===== config.mk =====
export PLATFORM = sky130hd
export DESIGN_NAME = clockTimerTop
export DESIGN_NICKNAME = d
export VERILOG_FILES = /design/src/clockTimerPkg.sv /design/src/clockTimerTop.sv /design/src/displayScan.sv /design/src/modeControl.sv /design/src/tickGenerator.sv /design/src/timeCounter.sv
export VERILOG_INCLUDE_DIRS = /design/src /design/src/src
export SDC_FILE = /design/constraint.sdc
export NUM_CORES = 1
export LEC_CHECK = 0
export ABC_AREA = 1
export BUFFER_PORTS_ARGS = -buffer_cell sky130_fd_sc_hd__buf_2
export CORE_MARGIN = 4
export CORE_UTILIZATION = 65
export CTS_CLUSTER_DIAMETER = 100
export DETAILED_ROUTE_END_ITERATION = 10
export PLACE_DENSITY = 0.84
export SLEW_MARGIN = 20
export SYNTH_ARGS = -nofsm -noshare
export SYNTH_HDL_FRONTEND = slang
export SYNTH_SLANG_ARGS = --single-unit

===== constraint.sdc =====
create_clock -name CLK100HZ -period 6.96 [get_ports CLK100HZ]
set_input_delay 1.392 -clock CLK100HZ [delete_from_list [all_inputs] [get_ports CLK100HZ]]
set_output_delay 1.392 -clock CLK100HZ [all_outputs]
set_load 0.02 [all_outputs]

===== src/clockTimer_cfg.svh =====
`ifndef CLOCKTIMER_CFG_SVH
`define CLOCKTIMER_CFG_SVH

// system cycles per centisecond tick
`define TICK_DIV 4

// cycles each digit stays lit during the scan
`define SCAN_DIV 2

// digits on the display, HH MM SS CC
`define NUM_DIGITS 8

// field limits of the 24-hour clock
`define MAX_HOURS 23
`define MAX_MINSEC 59

`endif


===== src/clockTimerPkg.sv =====
package clockTimerPkg;

   // one decimal digit
   typedef logic [3:0] bcdDigit;

   // full time of day, hours tens in the top nibble
   typedef struct packed {
      bcdDigit hoursTens;
      bcdDigit hoursUnits;
      bcdDigit minTens;
      bcdDigit minUnits;
      bcdDigit secTens;
      bcdDigit secUnits;
      bcdDigit centiTens;
      bcdDigit centiUnits;
   } timeValue;

   // command FSM states
   typedef enum logic [2:0] {
      idle,
      setSec,
      setMin,
      setHour,
      showClock,
      timerRun,
      timerPaused
   } modeState;

   // segments a..g, a in bit 6, active low
   typedef logic [6:0] segPattern;

endpackage


===== src/clockTimerTop.sv =====
module clockTimerTop (
   input  logic                     CLK100HZ,
   input  logic                     RESETa,
   input  logic                     setSecond,
   input  logic                     setMinute,
   input  logic                     setHour,
   input  logic                     showTime,
   input  logic                     timerStart,
   input  logic                     timerPause,
   input  logic                     timerContinue,
   input  logic [7:0]               setValue,
   output logic [7:0]               anodes,
   output clockTimerPkg::segPattern segments,
   output logic                     modeClock,
   output logic                     modeTimer
);

   import clockTimerPkg::*;

   logic       centiTick;
   logic       clockRun, timerRun, timerClear, showTimer;
   logic       loadSec, loadMin, loadHour;
   logic [7:0] loadValue;
   timeValue   clockTime, timerTime;

   tickGenerator tickGen (
      .CLK100HZ (CLK100HZ),
      .RESETa   (RESETa),
      .centiTick(centiTick)
   );

   modeControl control (
      .CLK100HZ     (CLK100HZ),
      .RESETa       (RESETa),
      .setSecond    (setSecond),
      .setMinute    (setMinute),
      .setHour      (setHour),
      .showTime     (showTime),
      .timerStart   (timerStart),
      .timerPause   (timerPause),
      .timerContinue(timerContinue),
      .setValue     (setValue),
      .clockRun     (clockRun),
      .loadSec      (loadSec),
      .loadMin      (loadMin),
      .loadHour     (loadHour),
      .loadValue    (loadValue),
      .timerRun     (timerRun),
      .timerClear   (timerClear),
      .showTimer    (showTimer),
      .modeClock    (modeClock),
      .modeTimer    (modeTimer)
   );

   ////////////////////////////////////////////////////////////////////////
   // time of day is only loaded, the stopwatch is only cleared
   ////////////////////////////////////////////////////////////////////////

   timeCounter clockCount (
      .CLK100HZ (CLK100HZ),
      .RESETa   (RESETa),
      .centiTick(centiTick),
      .run      (clockRun),
      .clear    (1'b0),
      .loadSec  (loadSec),
      .loadMin  (loadMin),
      .loadHour (loadHour),
      .loadValue(loadValue),
      .timeNow  (clockTime)
   );

   timeCounter timerCount (
      .CLK100HZ (CLK100HZ),
      .RESETa   (RESETa),
      .centiTick(centiTick),
      .run      (timerRun),
      .clear    (timerClear),
      .loadSec  (1'b0),
      .loadMin  (1'b0),
      .loadHour (1'b0),
      .loadValue(8'd0),
      .timeNow  (timerTime)
   );

   displayScan scan (
      .CLK100HZ (CLK100HZ),
      .RESETa   (RESETa),
      .clockTime(clockTime),
      .timerTime(timerTime),
      .showTimer(showTimer),
      .anodes   (anodes),
      .segments (segments)
   );

endmodule


===== src/displayScan.sv =====
`include "clockTimer_cfg.svh"

module displayScan (
   input  logic                     CLK100HZ,
   input  logic                     RESETa,
   input  clockTimerPkg::timeValue  clockTime,
   input  clockTimerPkg::timeValue  timerTime,
   input  logic                     showTimer,
   output logic [`NUM_DIGITS-1:0]   anodes,
   output clockTimerPkg::segPattern segments
);

   import clockTimerPkg::*;

   localparam int scanW  = (`SCAN_DIV > 1) ? $clog2(`SCAN_DIV) : 1;
   localparam int digitW = $clog2(`NUM_DIGITS);
   localparam logic [scanW-1:0]  lastScan  = scanW'(`SCAN_DIV - 1);
   localparam logic [digitW-1:0] lastDigit = digitW'(`NUM_DIGITS - 1);

   logic [scanW-1:0]  scanCount;
   logic [digitW-1:0] digitIdx;
   timeValue          shownTime;
   bcdDigit           curDigit;

   function automatic segPattern segDecode(bcdDigit d);
      case (d)
         4'd0:    return 7'b0000001;
         4'd1:    return 7'b1001111;
         4'd2:    return 7'b0010010;
         4'd3:    return 7'b0000110;
         4'd4:    return 7'b1001100;
         4'd5:    return 7'b0100100;
         4'd6:    return 7'b0100000;
         4'd7:    return 7'b0001111;
         4'd8:    return 7'b0000000;
         4'd9:    return 7'b0000100;
         default: return 7'b1111111;
      endcase
   endfunction

   // digit 0 is the rightmost, centisecond units
   assign shownTime = showTimer ? timerTime : clockTime;
   assign curDigit  = shownTime[digitIdx * 4 +: 4];

   always_ff @(posedge CLK100HZ) begin
      if (RESETa) begin
         scanCount <= '0;
         digitIdx  <= '0;
         anodes    <= '1;
         segments  <= '1;
      end else begin
         anodes   <= ~(`NUM_DIGITS'(1) << digitIdx);
         segments <= segDecode(curDigit);
         if (scanCount == lastScan) begin
            scanCount <= '0;
            digitIdx  <= (digitIdx == lastDigit) ? '0 : digitIdx + 1'b1;
         end else begin
            scanCount <= scanCount + 1'b1;
         end
      end
   end

endmodule


===== src/modeControl.sv =====
module modeControl (
   input  logic       CLK100HZ,
   input  logic       RESETa,
   input  logic       setSecond,
   input  logic       setMinute,
   input  logic       setHour,
   input  logic       showTime,
   input  logic       timerStart,
   input  logic       timerPause,
   input  logic       timerContinue,
   input  logic [7:0] setValue,
   output logic       clockRun,
   output logic       loadSec,
   output logic       loadMin,
   output logic       loadHour,
   output logic [7:0] loadValue,
   output logic       timerRun,
   output logic       timerClear,
   output logic       showTimer,
   output logic       modeClock,
   output logic       modeTimer
);

   import clockTimerPkg::*;

   // setHour and timerRun are also port names, so those two literals are scoped
   modeState state;
   modeState nextState;
   logic     setOk;
   logic     goSec, goMin, goHour, goShow, goStart, goPause, goContinue;

   ///////////////////////////////////////////////////////////////////////
   // command legality
   ///////////////////////////////////////////////////////////////////////

   assign setOk = (state == idle) || (state == setSec) || (state == setMin) ||
                  (state == clockTimerPkg::setHour) || (state == showClock);

   assign goSec      = setSecond && setOk;
   assign goMin      = setMinute && setOk;
   assign goHour     = setHour && setOk;
   assign goShow     = showTime;
   assign goStart    = timerStart && (state == showClock);
   assign goPause    = timerPause && (state == clockTimerPkg::timerRun);
   assign goContinue = timerContinue && (state == timerPaused);

   // first legal command in priority order wins
   always_comb begin
      nextState = state;
      if (goSec)
         nextState = setSec;
      else if (goMin)
         nextState = setMin;
      else if (goHour)
         nextState = clockTimerPkg::setHour;
      else if (goShow)
         nextState = showClock;
      else if (goStart)
         nextState = clockTimerPkg::timerRun;
      else if (goPause)
         nextState = timerPaused;
      else if (goContinue)
         nextState = clockTimerPkg::timerRun;
   end

   ///////////////////////////////////////////////////////////////////////
   // state and strobe registers
   ///////////////////////////////////////////////////////////////////////

   always_ff @(posedge CLK100HZ) begin
      if (RESETa) begin
         state      <= idle;
         loadSec    <= 1'b0;
         loadMin    <= 1'b0;
         loadHour   <= 1'b0;
         timerClear <= 1'b0;
      end else begin
         state      <= nextState;
         loadSec    <= goSec;
         loadMin    <= goMin && !goSec;
         loadHour   <= goHour && !goSec && !goMin;
         timerClear <= goStart && !(goSec || goMin || goHour || goShow);
      end
   end

   // value travels alongside the load strobes
   always_ff @(posedge CLK100HZ) begin
      loadValue <= setValue;
   end

   // enables follow the state directly
   assign clockRun  = (state == showClock) || (state == clockTimerPkg::timerRun) ||
                      (state == timerPaused);
   assign timerRun  = (state == clockTimerPkg::timerRun);
   assign showTimer = (state == clockTimerPkg::timerRun) || (state == timerPaused);
   assign modeClock = (state == showClock);
   assign modeTimer = showTimer;

endmodule


===== src/tickGenerator.sv =====
`include "clockTimer_cfg.svh"

module tickGenerator (
   input  logic CLK100HZ,
   input  logic RESETa,
   output logic centiTick
);

   localparam int cntW = (`TICK_DIV > 1) ? $clog2(`TICK_DIV) : 1;
   localparam logic [cntW-1:0] lastCount = cntW'(`TICK_DIV - 1);

   logic [cntW-1:0] divCount;

   // free-running divider, tick follows the wrap by one cycle
   always_ff @(posedge CLK100HZ) begin
      if (RESETa) begin
         divCount  <= '0;
         centiTick <= 1'b0;
      end else begin
         centiTick <= (divCount == lastCount);
         if (divCount == lastCount)
            divCount <= '0;
         else
            divCount <= divCount + 1'b1;
      end
   end

endmodule


===== src/timeCounter.sv =====
`include "clockTimer_cfg.svh"

module timeCounter (
   input  logic                  CLK100HZ,
   input  logic                  RESETa,
   input  logic                  centiTick,
   input  logic                  run,
   input  logic                  clear,
   input  logic                  loadSec,
   input  logic                  loadMin,
   input  logic                  loadHour,
   input  logic [7:0]            loadValue,
   output clockTimerPkg::timeValue timeNow
);

   import clockTimerPkg::*;

   localparam bcdDigit minSecTensMax  = bcdDigit'(`MAX_MINSEC / 10);
   localparam bcdDigit minSecUnitsMax = bcdDigit'(`MAX_MINSEC % 10);
   localparam bcdDigit hoursTensMax   = bcdDigit'(`MAX_HOURS / 10);
   localparam bcdDigit hoursUnitsMax  = bcdDigit'(`MAX_HOURS % 10);

   timeValue nextTime;
   logic     carry;

   // returns {carry out, new digit}
   function automatic logic [4:0] stepDigit(bcdDigit d, bcdDigit top, logic carryIn);
      if (!carryIn)
         return {1'b0, d};
      else if (d == top)
         return {1'b1, 4'd0};
      else
         return {1'b0, d + 4'd1};
   endfunction

   ///////////////////////////////////////////////////////////////////////
   // carry chain, one centisecond forward
   ///////////////////////////////////////////////////////////////////////

   always_comb begin
      nextTime = timeNow;
      {carry, nextTime.centiUnits} = stepDigit(timeNow.centiUnits, 4'd9, 1'b1);
      {carry, nextTime.centiTens}  = stepDigit(timeNow.centiTens, 4'd9, carry);
      {carry, nextTime.secUnits}   = stepDigit(timeNow.secUnits, minSecUnitsMax, carry);
      {carry, nextTime.secTens}    = stepDigit(timeNow.secTens, minSecTensMax, carry);
      {carry, nextTime.minUnits}   = stepDigit(timeNow.minUnits, minSecUnitsMax, carry);
      {carry, nextTime.minTens}    = stepDigit(timeNow.minTens, minSecTensMax, carry);
      // hours roll over at 23, not at 99
      if (carry) begin
         if (timeNow.hoursTens == hoursTensMax && timeNow.hoursUnits == hoursUnitsMax) begin
            nextTime.hoursTens  = '0;
            nextTime.hoursUnits = '0;
         end else begin
            {carry, nextTime.hoursUnits} = stepDigit(timeNow.hoursUnits, 4'd9, 1'b1);
            nextTime.hoursTens = timeNow.hoursTens + bcdDigit'(carry);
         end
      end
   end

   ///////////////////////////////////////////////////////////////////////
   // time register
   ///////////////////////////////////////////////////////////////////////

   // loads split the binary value into tens and units, out of range is dropped
   always_ff @(posedge CLK100HZ) begin
      if (RESETa || clear) begin
         timeNow <= '0;
      end else if (loadSec) begin
         if (loadValue <= 8'(`MAX_MINSEC)) begin
            timeNow.secTens  <= bcdDigit'(loadValue / 8'd10);
            timeNow.secUnits <= bcdDigit'(loadValue % 8'd10);
         end
      end else if (loadMin) begin
         if (loadValue <= 8'(`MAX_MINSEC)) begin
            timeNow.minTens  <= bcdDigit'(loadValue / 8'd10);
            timeNow.minUnits <= bcdDigit'(loadValue % 8'd10);
         end
      end else if (loadHour) begin
         if (loadValue <= 8'(`MAX_HOURS)) begin
            timeNow.hoursTens  <= bcdDigit'(loadValue / 8'd10);
            timeNow.hoursUnits <= bcdDigit'(loadValue % 8'd10);
         end
      end else if (run && centiTick) begin
         timeNow <= nextTime;
      end
   end

endmodule


==> metrics.md <==
| Metric | Value |
|---|---|
| RSZ-0062 raised after global routing | `no` |
| Buffers & Inverters on Critical Path | `1` |
| Clk slew on worst S/H paths | `110 ps` |
| CP Capture Type | `output port` |
| CTS Buf Count | `9` |
| Synth Register Bits | `101` |
| Post-CTS Setup Bufs | `0` |
| Hold_buf cts | `0` |
| Asr flop ratio synth | `0%` |
| PD cells | `187 mW/mm^2` |
| Core ar. | `0.00872 mm^2` |
| Finish-stage setup viols | `0` |
| Max-cap violations | `0` |
| # diodes | `0` |
| Most common cell after layout, fill and taps aside | `inv_1` |
| Worst path max stage delay | `720 ps` |
| Initial DRC Count | `326` |
| Clock root cell | `clkbuf_8` |
| FP Rows | `34` |
| YS warnings | `0` |
| Worst EP arrival | `2100 ps` |
| Mapped Cells | `829` |
| Initial DRT Pass Iterations | `6` |
| Hold slack | `442 ps` |
| First-pass GRT wire length | `23,200 um` |
| Data required, critical path | `5570 ps` |
| Wire per inst | `14.1 um` |
| Metal-1 WL | `6140 um` |
| Layout cell share with drive strength beyond 1 | `11.9%` |
| Ys flop type | `dfxtp_1` |
| Io pins | `34` |
| Via count of the first global-routing pass | `5,115` |
| Final HPWL DP | `10,400 um` |
| Cell family with most CP delay | `simple AND/OR/NAND/NOR gates` |
| DRT antenna net count | `0` |
| Worst slew pin tran | `941 ps` |
| CTS tree | `built` |
| Vias | `5,525` |
| Post-cts resize count | `0` |
| Clock latency on the worst-skew pair | `380 ps` |
| Worst-path cell chain | `nand3_1 -> nand2_2 -> buf_2` |
| Startpoint Class | `flop` |
| Post-synth EDFFs | `0` |
| GRT Util Overall | `27.4%` |
| Pleak | `2.58 nW` |
| Core Util, Final | `71.1%` |
| Highest routed layer | `met4` |
| FMAX | `0.287 GHz` |
| Seq/Total Area, Yosys | `34.8%` |
| CP max FO | `62` |
| Die Span X | `102 um` |
| Fin. max-slew vios | `0` |
| Worst Path Class, Setup | `reg -> out` |
| Largest net degree at the start of global routing | `63` |
| Vias/cell | `5.74` |
| Peak VDD IR | `0.111 mV` |
| Port-buffer cells | `33` |
| Netlist cell types | `47` |
| Clk_skew | `14.9 ps` |
| Routed wire length on met3 | `842 um` |
| DRC viols | `0` |
| Die area | `0.0105 mm^2` |
| Hold crit path type | `reg -> reg` |
| H-tree levels | `3` |
| Final Hold Fails | `0` |
| Nets | `894` |
| FILL cells | `722` |
| Post-Synthesis Mean Instance Area | `7.00 um^2` |
| Post-synthesis net count | `873` |
| Commonest cells after routing, fill and taps aside | `128 x inv_1, 118 x nand2_1, 101 x dfxtp_1` |
| Tmin final | `3490 ps` |
| Mapped Area | `0.00580 mm^2` |
| Met2 WL | `6350 um` |
| P&R area growth vs syn | `6.86%` |
| Die H | `102 um` |
| Slowest-stage cell, CP | `nand2_2` |
| Tcrit/Tclk final | `50.1%` |
| Max Root-Sink Buffers | `2` |
| Initial antenna violation count | `0` |
| Clk sinks | `101` |
| Setup TNS | `0 ps` |
| Total gr overflow | `0` |
| Max-Slew Margin vs Limit | `37.2%` |
| WL final | `13,600 um` |
| Routability cong. | `0.987` |
| Initial core utilization | `66.5%` |
| Outcome | `finished clean` |
cells in the mapped netlist (3+ instances only):
cell type	number	area, um^2
inv_1	128	480
nand2_1	118	443
dfxtp_1	101	2020
a21oi_1	75	375
nor2_1	73	274
o21ai_0	73	365
nand3_1	47	235
ha_1	27	338
nor3_1	24	120
clkbuf_1	15	56.3
o211ai_1	14	105
nand4_1	13	81.3
inv_2	12	45.0
nand2_2	11	68.8
a211oi_1	10	75.1
xor2_1	9	78.8
buf_2	8	40.0
nand2_4	7	78.8
nor4_1	7	43.8
a21oi_2	6	52.6
a31oi_1	6	37.5
nand3_2	4	40.0
a221oi_1	3	26.3
nor3b_1	3	22.5
o311ai_0	3	26.3
o31ai_1	3	22.5
or2_2	3	18.8
final cells by class:
class                   instances  area, um^2  area share (%)
multi-input cells             563        3150            50.8
flip-flops and latches        101        2020            32.6
inverters                     141         529            8.54
repair buffers                 34         173            2.78
clock buffers                  10         138            2.22
well taps                     108         135            2.18
clock inverters                 6        52.6           0.847
layer usage:
layer  vias to the layer above  track usage, %
li1                       2800               -
met1                      2534            37.3
met2                       160            43.8
met3                        31            4.78
met4                         0            9.38
met5                         -               0
report_power, final:
group          internal, W  switching [W]
Sequential        0.000595      0.0000171
Clock             0.000146       0.000222
Combinational    0.0000594       0.000119
Total             0.000801       0.000358
cells by family (layout without fill, tap and decap cells):
family / Yosys count / in the layout / share of synthesized area, %
flip-flops: 101 / 101 / 34.8
adder cells (fa/ha/maj): 27 / 27 / 5.82
AO/OA/AOI/OAI: 210 / 210 / 21.3
buffers and inverters: 165 / 191 / 10.8
XOR/XNOR: 10 / 10 / 1.51
AND/OR/NAND/NOR: 316 / 316 / 25.7
through the flow:
step | instance area (um^2) | worst slack, ps | instances | power (W)
after floorplan | 5800 | 4440 | 829 | 0.000759
after global placement | 6010 | 3840 | 947 | 0.000796
after detailed placement | 6010 | 3590 | 947 | 0.000804
after CTS | 6200 | 3480 | 963 | 0.00116
after global routing | 6200 | 3310 | 963 | 0.00121
final | 6200 | 3470 | 963 | 0.00116
flip-flops by register name, indices dropped and copies added, names as in the netlist:
signal	flops
clockCount.timeNow	32
control.loadHour	1
control.loadMin	1
control.loadSec	1
control.loadValue	8
control.state	3
control.timerClear	1
scan.anodes	8
scan.digitIdx	3
scan.scanCount	1
scan.segments	7
tickGen.centiTick	1
tickGen.divCount	2
timerCount.timeNow	32
worst paths after layout:
kind	from	endpoint	slack, ps	cells after the start
worst min-delay path	tickGen.divCount[0]	tickGen.divCount[0]	440	1
worst max register to register	control.state[0]	scan.segments[3]	3510	12
worst max-delay path	control.state[1]	modeTimer	3470	3
worst min register to register	tickGen.divCount[0]	tickGen.divCount[0]	440	1
Power figures use the tool's default switching activity.
